`config.mk`:
```
export PLATFORM = sky130hd
export DESIGN_NAME = mem_stage
export DESIGN_NICKNAME = d
export VERILOG_FILES = /design/src/common/core_pkg.sv /design/src/mem_stage/mem_stage.sv
export SDC_FILE = /design/constraint.sdc
export NUM_CORES = 1
export LEC_CHECK = 0
export BUFFER_PORTS_ARGS = -buffer_cell sky130_fd_sc_hd__buf_4
export CAP_MARGIN = 20
export CORE_UTILIZATION = 45
export CTS_BUF_LIST = sky130_fd_sc_hd__clkbuf_16
export DETAILED_ROUTE_END_ITERATION = 8
export GPL_TIMING_DRIVEN = 0
export PLACE_DENSITY = 0.73
export SETUP_SLACK_MARGIN = 0.2
export SLEW_MARGIN = 20
export SYNTH_ARGS = -nofsm -noshare
export SYNTH_HDL_FRONTEND = slang
export SYNTH_SLANG_ARGS = --single-unit
```
`constraint.sdc`:
```
create_clock -name clk -period 3.3 [get_ports clk]
set_clock_uncertainty 0.1 [all_clocks]
set_input_delay 0.66 -clock clk [delete_from_list [all_inputs] [get_ports clk]]
set_output_delay 0.66 -clock clk [all_outputs]
set_load 0.01 [all_outputs]
```
`src/common/core_pkg.sv`:
```
package core_pkg;

    // widths that carry a meaning across the pipeline
    typedef logic [31:0] word_t;     // data word, byte address or bit mask
    typedef logic [4:0]  reg_addr_t; // register-file index for writeback
    typedef logic [3:0]  mem_op_t;   // memory-operation code
    typedef logic [3:0]  wb_sel_t;   // writeback-source code

    // memory-operation codes, loads first and then stores
    localparam mem_op_t MEM_X   = 4'd0;
    localparam mem_op_t MEM_LB  = 4'd1;
    localparam mem_op_t MEM_LBU = 4'd2;
    localparam mem_op_t MEM_LH  = 4'd3;
    localparam mem_op_t MEM_LHU = 4'd4;
    localparam mem_op_t MEM_LW  = 4'd5;
    localparam mem_op_t MEM_SB  = 4'd6;
    localparam mem_op_t MEM_SH  = 4'd7;
    localparam mem_op_t MEM_SW  = 4'd8;

    // writeback-source codes
    localparam wb_sel_t WB_X   = 4'd0;
    localparam wb_sel_t WB_ALU = 4'd1;
    localparam wb_sel_t WB_MEM = 4'd2;
    localparam wb_sel_t WB_PC  = 4'd3;

    // a pc of all ones marks a bubble in every later stage
    localparam word_t REGPC_NOP = 32'hffff_ffff;

    // fill values used when a slot carries no instruction
    localparam word_t     BUBBLE_WORD    = 32'hffff_ffff;
    localparam reg_addr_t BUBBLE_WB_ADDR = 5'd0;

    // store masks act on the low bits of the addressed word
    localparam word_t MASK_BYTE = 32'h0000_00ff;
    localparam word_t MASK_HALF = 32'h0000_ffff;
    localparam word_t MASK_WORD = 32'hffff_ffff;

endpackage

```
`src/mem_stage/mem_stage.sv`:
```
`timescale 1ns/1ns

module mem_stage
    import core_pkg::*;
(
    input  logic      clk,
    input  logic      arst_n,
    input  logic      flush,
    input  word_t     pc,
    input  word_t     alu_out,
    input  word_t     rs2_data,
    input  word_t     br_target,
    input  mem_op_t   mem_op,
    input  logic      rf_wen,
    input  wb_sel_t   wb_sel,
    input  reg_addr_t wb_addr,
    input  logic      br_flg,
    output logic      stall,
    output logic      cmd_start,
    output logic      cmd_write,
    output word_t     mem_addr,
    output word_t     mem_wdata,
    output word_t     mem_wmask,
    input  logic      cmd_ready,
    input  word_t     rdata,
    input  logic      rdata_valid,
    output word_t     out_read_data,
    output word_t     out_pc,
    output word_t     out_alu_out,
    output word_t     out_br_target,
    output logic      out_rf_wen,
    output logic      out_br_flg,
    output wb_sel_t   out_wb_sel,
    output reg_addr_t out_wb_addr
);

    typedef enum logic [1:0] {
        S_IDLE,
        S_WAIT_READY,
        S_WAIT_VALID
    } state_t;

    state_t    state, state_next;

    word_t     pc_m, alu_out_m, rs2_data_m, br_target_m;
    mem_op_t   mem_op_m;
    logic      rf_wen_m, br_flg_m;
    wb_sel_t   wb_sel_m;
    reg_addr_t wb_addr_m;

    word_t     save_pc, save_alu_out, save_rs2_data, save_br_target;
    mem_op_t   save_mem_op;
    logic      save_rf_wen, save_br_flg;
    wb_sel_t   save_wb_sel;
    reg_addr_t save_wb_addr;

    logic      cur_store, cur_load, save_store;
    logic      take_cur, take_save;

    word_t     read_data_next, pc_next, alu_out_next, br_target_next;
    logic      rf_wen_next, br_flg_next;
    wb_sel_t   wb_sel_next;
    reg_addr_t wb_addr_next;

    function automatic logic is_store_op(mem_op_t op);
        return op == MEM_SB || op == MEM_SH || op == MEM_SW;
    endfunction

    function automatic logic is_load_op(mem_op_t op);
        return op == MEM_LB || op == MEM_LBU || op == MEM_LH || op == MEM_LHU || op == MEM_LW;
    endfunction

    function automatic word_t wmask_of(mem_op_t op);
        return (op == MEM_SB) ? MASK_BYTE : (op == MEM_SH) ? MASK_HALF : MASK_WORD;
    endfunction

    function automatic word_t extend_load(mem_op_t op, word_t data);
        word_t ext;
        case (op)
            MEM_LB:  ext = {{24{data[7]}}, data[7:0]};
            MEM_LBU: ext = {24'h0, data[7:0]};
            MEM_LH:  ext = {{16{data[15]}}, data[15:0]};
            MEM_LHU: ext = {16'h0, data[15:0]};
            default: ext = data; // LW, or a load that was flushed while outstanding
        endcase
        return ext;
    endfunction

    // a flush from writeback turns whatever sits on the inputs into a bubble
    assign pc_m        = flush ? REGPC_NOP      : pc;
    assign alu_out_m   = flush ? BUBBLE_WORD    : alu_out;
    assign rs2_data_m  = flush ? BUBBLE_WORD    : rs2_data;
    assign br_target_m = flush ? BUBBLE_WORD    : br_target;
    assign mem_op_m    = flush ? MEM_X          : mem_op;
    assign rf_wen_m    = flush ? 1'b0           : rf_wen;
    assign wb_sel_m    = flush ? WB_X           : wb_sel;
    assign wb_addr_m   = flush ? BUBBLE_WB_ADDR : wb_addr;
    assign br_flg_m    = flush ? 1'b0           : br_flg;

    assign cur_store  = is_store_op(mem_op_m);
    assign cur_load   = is_load_op(mem_op_m);
    assign save_store = is_store_op(save_mem_op);

    always_comb begin
        state_next = state;
        cmd_start  = 1'b0;
        cmd_write  = 1'b0;
        mem_addr   = BUBBLE_WORD;
        mem_wdata  = BUBBLE_WORD;
        mem_wmask  = MASK_WORD;
        take_cur   = 1'b0;
        take_save  = 1'b0;
        case (state)
            S_IDLE: begin // issue straight from the inputs
                cmd_start = cur_store || cur_load;
                cmd_write = cur_store;
                mem_addr  = alu_out_m;
                mem_wdata = rs2_data_m;
                mem_wmask = wmask_of(mem_op_m);
                take_cur  = !(cur_store || cur_load) || (cur_store && cmd_ready);
                if ((cur_store || cur_load) && !cmd_ready) begin
                    state_next = S_WAIT_READY;
                end else if (cur_load) begin
                    state_next = S_WAIT_VALID;
                end
            end
            S_WAIT_READY: begin // retry the saved access until the RAM frees up
                cmd_start = cmd_ready;
                cmd_write = cmd_ready && save_store;
                mem_addr  = save_alu_out;
                mem_wdata = save_rs2_data;
                mem_wmask = wmask_of(save_mem_op);
                take_save = cmd_ready && save_store;
                if (cmd_ready) begin
                    state_next = save_store ? S_IDLE : S_WAIT_VALID;
                end
            end
            S_WAIT_VALID: begin
                take_save = rdata_valid;
                if (rdata_valid) begin
                    state_next = S_IDLE;
                end
            end
            default: state_next = S_IDLE;
        endcase
    end

    // upstream may only advance on a cycle whose instruction leaves this stage
    assign stall = !(take_cur || take_save);

    always_comb begin
        read_data_next = BUBBLE_WORD;
        if (state == S_WAIT_VALID && rdata_valid) begin
            read_data_next = extend_load(save_mem_op, rdata);
        end
        if (take_cur) begin
            pc_next        = pc_m;
            alu_out_next   = alu_out_m;
            br_target_next = br_target_m;
            rf_wen_next    = rf_wen_m;
            br_flg_next    = br_flg_m;
            wb_sel_next    = wb_sel_m;
            wb_addr_next   = wb_addr_m;
        end else if (take_save) begin
            pc_next        = save_pc;
            alu_out_next   = save_alu_out;
            br_target_next = save_br_target;
            rf_wen_next    = save_rf_wen;
            br_flg_next    = save_br_flg;
            wb_sel_next    = save_wb_sel;
            wb_addr_next   = save_wb_addr;
        end else begin // stalled, so writeback sees a bubble
            pc_next        = REGPC_NOP;
            alu_out_next   = BUBBLE_WORD;
            br_target_next = BUBBLE_WORD;
            rf_wen_next    = 1'b0;
            br_flg_next    = 1'b0;
            wb_sel_next    = WB_X;
            wb_addr_next   = BUBBLE_WB_ADDR;
        end
    end

    always_ff @(posedge clk or negedge arst_n) begin
        if (!arst_n) begin
            state      <= S_IDLE;
            out_pc     <= REGPC_NOP;
            out_rf_wen <= 1'b0;
            out_br_flg <= 1'b0;
            out_wb_sel <= WB_X;
        end else begin
            state      <= state_next;
            out_pc     <= pc_next;
            out_rf_wen <= rf_wen_next;
            out_br_flg <= br_flg_next;
            out_wb_sel <= wb_sel_next;
        end
    end

    always_ff @(posedge clk) begin
        if (flush || state == S_IDLE) begin // the flushed bubble replaces any saved copy
            save_pc        <= pc_m;
            save_alu_out   <= alu_out_m;
            save_rs2_data  <= rs2_data_m;
            save_br_target <= br_target_m;
            save_mem_op    <= mem_op_m;
            save_rf_wen    <= rf_wen_m;
            save_br_flg    <= br_flg_m;
            save_wb_sel    <= wb_sel_m;
            save_wb_addr   <= wb_addr_m;
        end
        out_read_data <= read_data_next;
        out_alu_out   <= alu_out_next;
        out_br_target <= br_target_next;
        out_wb_addr   <= wb_addr_next;
    end

    // read data may only return to a load that is waiting for it
    assert property (@(posedge clk) disable iff (!arst_n) rdata_valid |-> state == S_WAIT_VALID);

    assert property (@(posedge clk) disable iff (!arst_n)
        (state == S_IDLE && mem_op == MEM_X) |-> !stall);

endmodule

```
==> run_results.csv, run 1 <==
group,metric,value,unit
logic_synthesis,syn_inst,1124,
clocking,cts_root_buf,"clkbuf_16",
floorplanning,fp.dieH,165,um
routing,drtIter0Drc,609,
clocking,cts_tree,"done",
global_routing,grt_pass1_vias,9032,
global_routing,grt_first_pass_wirelength,48800,um
routing,wirelength,33400,um
clocking,clk_pin_slew,0.07,ns
routing,ant_nets,0,
routing,wl_per_cell,17.1,um
clocking,cts-buffers-inserted,29,
global_routing,grt_use_total,23.5,%
floorplanning,start_util,45.8,%
timing,max_freq,332,MHz
logic_synthesis,yosys_warnings,0,
clocking,worstSkewPairLatency,0.54,ns
final_layout,num-nets-final,1772,
logic_synthesis,synth.distinct_cells,49,
outcome,status,"finished clean",
final_layout,areaGrowthSynthToFinish,40.3,%
routing,dr.pass1.iters,5,
timing,setup_ws,0.292,ns
timing,setup_viol,0,
timing,post-route-period-util,91.1,%
pwr,ir_drop,664,uV
place,pre_cts_ws,-0.629,ns
place,dp.cells,1878,
global_routing,grt-ovfl-total,0,
place,place.gp.congestion,0.868,
pwr,powerDensity,877,mW/mm2
floorplanning,core_area,0.0261,mm2
clocking,cts_buffer_depth,3,
worst_setup_path,worstPathArrival,2.25,ns
final_layout,final_util,64.3,%
worst_setup_path,crit_path_end_kind,"output port",
timing,tightest_slew,0.734,ns
logic_synthesis,yosysTopAreaCell,"edfxtp_1",
global_routing,grt_max_degree,47,
min_path,hold_class,"in2async",
final_layout,mostFrequentLayoutCells,"460 x buf_4, 197 x nor2_1, 143 x edfxtp_1",
floorplanning,io_pins,418,
logic_synthesis,synthFlopType,"edfxtp_1",
final_layout,nFillCells,2153,
timing,slew_headroom,50.7,%
pwr,power_leakage,7.54,nW
floorplanning,die-area,0.0272,mm2
logic_synthesis,synthDominantCellAreaShare,35.9,%
routing,via_count,9360,
logic_synthesis,synthTopCellsByArea,"edfxtp_1 36%, dfxtp_1 17%, mux2i_1 8.1%, dfstp_2 7.0%, nor2_1 6.2%",
logic_synthesis,ys_seq_elements,284,
timing,drv_slew,0,
floorplanning,std_cell_rows,59,
place,numPortBuffers,409,
global_routing,antenna_found_initial,0,
place,dp_hpwl,24100,um
final_layout,finalNonFillerCells,1948,
logic_synthesis,netlist_area,0.0119,mm2
routing,via_per_inst,4.80,
worst_setup_path,cp-start-kind,"register",
logic_synthesis,synth.avg_cell_area,10.6,um2
worst_setup_path,worst-path-max-fanout,8,
floorplanning,die_w,165,um
clocking,htree_levels,1,
worst_setup_path,critPathKind,"reg2out",
flow_run,cap_violations,0,
routing,drc,0,
timing,finalHoldViolations,0,
clocking,numClockSinks,284,
logic_synthesis,synth_edf_count,143,
timing,period_needed,3.01,ns
logic_synthesis,async_reset_ff_share,14.1,%
logic_synthesis,ys_seq_area_share,61.6,%
timing,rsz0062_at_grt,"true",
final_layout,drive_gt1_share,39.8,%
worst_setup_path,worstPathRequired,2.54,ns
final_layout,final_common_cell,"buf_4",
==> cell families after synthesis <==
group	count (synthesis)	share of synthesized area, %
and+or+nand+nor	484	18.0
DFF	284	61.6
buffers and inverters	196	7.81
muxes	108	9.16
AOI/OAI and AO/OA	46	3.00
adders and majority gates	3	0.314
xor gates and xnor gates	2	0.147
other	1	0.0314
==> critical path, cell delays in order, from the launching register on <==
cell       delay, ns
dfrtp_1         0.39
inv_2           0.06
ha_2            0.19
buf_8           0.13
or2_4           0.26
clkbuf_16       0.16
clkbuf_16       0.16
nand3_4         0.12
buf_4           0.13
buf_4           0.10
==> final cells by class <==
cell class              instances  area, um2  share of cell area, %
flip-flops and latches        284       7360                   43.9
clock buffers                  30        751                   4.48
multi-input cells             652       3750                   22.4
clock inverters                24        143                  0.851
inverters                      98        368                   2.19
plain buffers                  98        711                   4.24
repair buffers                426       3260                   19.5
well taps                     335        419                   2.50
diodes                          1       2.50                 0.0149
==> worst paths after layout <==
check                                               end  slack, ns  depth (start not counted)                          from
max                                       mem_wmask[14]       0.29                          9          state[0]$_DFFE_PN0P_
min                             out_wb_sel[2]$_DFF_PN0_       0.02                          1                        arst_n
max reg2reg                out_read_data[28]$_SDFF_PN1_       0.94                          7          state[0]$_DFFE_PN0P_
min reg2reg                   out_br_target[21]$_DFF_P_       0.41                          2  save_br_target[21]$_DFFE_PP_
max in group asynchronous           out_pc[6]$_DFF_PN1_       2.70                          1                        arst_n
min in group clk            out_read_data[2]$_SDFF_PN1_       0.20                          2                      rdata[2]
==> sequential cells by signal (all words and copies together), names as in the netlist, 2 cells and up <==
register,flops
save_wb_addr,5
out_alu_out,32
save_mem_op,4
out_wb_addr,5
save_br_target,32
save_pc,32
state,2
save_rs2_data,32
save_wb_sel,4
out_read_data,32
out_pc,32
out_wb_sel,4
out_br_target,32
save_alu_out,32
==> through the flow <==
step                total power, mW  setup TNS, ns  hold WS (ns)  instance area, um2
finish                         14.7              0        0.0166               16800
global route                   15.5              0        0.0420               16800
CTS                            14.7              0       0.00717               16600
detailed placement             11.3         -11.95         0.397               15500
floorplan                      8.18              0         0.264               12000
global placement               11.1        -133.96         0.388               15500
==> Yosys cell counts (2+ instances only) <==
cell and number:
nor2_1 197, edfxtp_1 143, nand2_1 138, dfxtp_1 101, inv_1 98, mux2i_1 97, nand3_1 66, buf_4 42
clkbuf_1 39, or2_2 34, dfstp_2 32, a21o_1 23, nor2b_1 16, nand2b_1 11, and2_0 10, mux2_2 10
buf_2 8, dfrtp_1 8, o21ai_0 6, buf_1 5, buf_6 4, a21oi_1 3, and2_1 3, ha_1 3
a22oi_1 2, xor2_1 2
==> where the power goes <==
part / switching (mW) / total, mW / internal, mW
logic: 3.54 / 6.81 / 3.27
registers: 0.219 / 4.79 / 4.57
clock network: 1.38 / 3.10 / 1.72
total: 5.14 / 14.7 / 9.57
==> what timing repair did <==
action / 4_1_cts / 5_1_grt
setup endpoints to repair: 91 / 80
gates resized for setup: 44 / 29
cloned: 1 / 0
endpoints found under the hold margin: 0 / 0
hold buffers: 0 / 0
setup buffers: 6 / 8
pin swaps: 5 / 2
==> per-layer routing <==
| layer | global-route usage (%) | part of all wire, % | vias up |
|---|---|---|---|
| li1 | - | - | 4564 |
| met5 | 0 | 0 | - |
| met1 | 27.5 | 38 | 4352 |
| met3 | 5.95 | 8.1 | 71 |
| met2 | 41.2 | 50 | 373 |
| met4 | 8.88 | 3.7 | 0 |
Note: power is estimated with default switching activity, not from simulation.
==> run 2: changes to the inputs <==
CORE_UTILIZATION = 47   (was 45)
CTS_BUF_LIST = sky130_fd_sc_hd__clkbuf_2   (was sky130_fd_sc_hd__clkbuf_16)
PLACE_DENSITY = 0.76   (was 0.73)
==> run_results.csv, run 2 (synthesized netlist as in run 1, its figures left out) <==
group,metric,value,unit
outcome,status,"finished clean",
pwr,fin_total_pwr,15.2,mW
worst_setup_path,critPathKind,"reg2out",
worst_setup_path,timing.rr.start,"save_mem_op[2]$_DFFE_PP_",
worst_setup_path,cp-start-kind,"register",
place,dp_hpwl,24200,um
global_routing,grt-ovfl-total,0,
clocking,cts_root_buf,"clkbuf_2",
global_routing,globalRouteMet3Util,8.78,%
clocking,htree_levels,3,
floorplanning,fp.dieH,161,um
routing,wl_per_cell,17.5,um
flow_run,cap_violations,0,
place,postPlaceCellArea,0.0155,mm2
clocking,clk_pin_slew,0.11,ns
min_path,hp-start,"rs2_data[8]",
worst_setup_path,worst-path-max-fanout,8,
global_routing,grt_first_pass_wirelength,58600,um
timing,post-route-period-util,99.1,%
final_layout,num-nets-final,1993,
floorplanning,io_pins,418,
place,place.gp.congestion,0.880,
final_layout,mostFrequentLayoutCells,"440 x buf_4, 196 x nor2_1, 162 x dlygate4sd3_1",
pwr,powerDensity,815,mW/mm2
timing,tightest_slew,0.702,ns
clocking,cts_tree,"done",
place,dp.cells,1867,
global_routing,grt_use_total,29.2,%
global_routing,use_met2,50.3,%
min_path,hold_class,"in2reg",
routing,ant_nets,0,
clocking,worstSkewPairLatency,0.80,ns
routing,dr.pass1.iters,5,
timing,finalHoldViolations,0,
timing,period_needed,3.27,ns
worst_setup_path,reg2reg_depth,6,
worst_setup_path,regToRegEndpoint,"out_read_data[15]$_SDFF_PN1_",
final_layout,drive_gt1_share,40.3,%
clocking,cts-buffers-inserted,75,
routing,via_per_inst,4.88,
routing,drtIter0Drc,736,
min_path,worstHoldEndpoint,"save_rs2_data[8]$_DFFE_PP_",
global_routing,grtUsageMet1,32.3,%
routing,via_count,10700,
global_routing,busiest_layer,"met2",
final_layout,finalNonFillerCells,2195,
timing,setup_viol,0,
final_layout,multiInputGateArea,0.00390,mm2
routing,drc,0,
worst_setup_path,worstPathRequired,2.54,ns
floorplanning,die_w,161,um
timing,drv_slew,0,
global_routing,antenna_found_initial,3,
final_layout,final_area,0.0187,mm2
clocking,cts_buffer_depth,3,
floorplanning,start_util,48.6,%
global_routing,grt_pass1_vias,11100,
final_layout,areaGrowthSynthToFinish,56.2,%
worst_setup_path,crit_path_end_kind,"output port",
floorplanning,core_area,0.0246,mm2
timing,tns,0,ns
timing,slew_headroom,53.2,%
worst_setup_path,worstPathArrival,2.51,ns
worst_setup_path,rrSetupSlack,0.87,ns
pwr,power_leakage,8.50,nW
place,numPortBuffers,409,
routing,wirelength,38500,um
final_layout,final_common_cell,"buf_4",
timing,max_freq,306,MHz
floorplanning,die-area,0.0261,mm2
min_path,whs_path_depth,2,
timing,rsz0062_at_grt,"true",
final_layout,nFillCells,1618,
global_routing,grt_max_degree,47,
final_layout,final-seq-area,0.00736,mm2
floorplanning,std_cell_rows,57,
clocking,numClockSinks,284,
pwr,ir_drop,520,uV
-- run 2: cell count changes in the layout (fill, tap and decap cells not counted), sizes merged --
cell	before	now
bufinv	1	3
dlygate4sd3	0	162
diode	1	3
clkbuf	69	145
buf	485	503
inv	104	100
bufbuf	0	1
clkinv	16	17
-- run 2: repair_timing --
| item | 4_1_cts | 5_1_grt |
|---|---|---|
| pin swaps | 6 | 3 |
| buffers inserted | 20 | 5 |
| cloned | 3 | 0 |
| endpoints found under the setup margin | 91 | 90 |
| gates resized for setup | 122 | 32 |
| hold buffers | 162 | 0 |
| endpoints found under the hold margin | 263 | 0 |
-- run 2: through the flow --
| stage | setup WS, ns | hold WS, ns | util (%) |
|---|---|---|---|
| 2_1_floorplan | 0.436 | 0.264 | - |
| 3_3_place_gp | -0.806 | 0.389 | 62.8 |
| 3_5_place_dp | -0.574 | 0.394 | 63.1 |
| 4_1_cts | -0.0459 | 0.00145 | 75.4 |
| 5_1_grt | -0.109 | 0.00225 | 75.9 |
| 6_report | 0.0303 | 0.0859 | 75.9 |
-- run 2: power breakdown --
| part | switching (mW) | leakage, nW | internal (mW) |
|---|---|---|---|
| Combinational | 3.92 | 5.35 | 3.89 |
| Sequential | 0.223 | 2.60 | 4.57 |
| Clock | 1.48 | 0.550 | 1.14 |
| Total | 5.62 | 8.50 | 9.59 |
-- run 2: worst max-delay path by stage --
stage / start / end / slack (ns) / cells past startpoint
3_3_place_gp: flush / save_pc[15]$_DFFE_PP_ / -0.81 / 4
4_1_cts: state[0]$_DFFE_PN0P_ / mem_wmask[9] / -0.05 / 9
2_1_floorplan: flush / save_alu_out[0]$_DFFE_PP_ / 0.44 / 3
5_1_grt: state[0]$_DFFE_PN0P_ / mem_wmask[15] / -0.11 / 9
3_5_place_dp: state[1]$_DFFE_PN0P_ / mem_wmask[9] / -0.57 / 9
6_report: state[0]$_DFFE_PN0P_ / mem_wmask[15] / 0.03 / 9
-- run 2: layout make-up --
| type | instances | share of cell area [%] |
|---|---|---|
| Clock buffer | 112 | 3.00 |
| Tap cell | 324 | 2.17 |
| Multi-Input combinational cell | 652 | 20.9 |
| Inverter | 98 | 1.97 |
| Timing Repair Buffer | 601 | 27.5 |
| Clock inverter | 23 | 0.925 |
| Buffer | 98 | 4.11 |
| Sequential cell | 284 | 39.4 |
| Antenna cell | 3 | 0.0402 |
-- run 2: per-layer routing --
layer | wire length (um) | share of wire, %
met5 | 0 | 0
met4 | 1990 | 5.2
met3 | 3350 | 8.7
met2 | 19200 | 50
met1 | 13900 | 36
-- run 2: critical path: stages, from the launching register on --
cell	delay (ns)
dfrtp_1	0.41
inv_2	0.08
ha_4	0.16
buf_8	0.12
or2_4	0.26
clkbuf_16	0.16
clkbuf_16	0.15
nand3_4	0.14
buf_6	0.13
buf_6	0.09
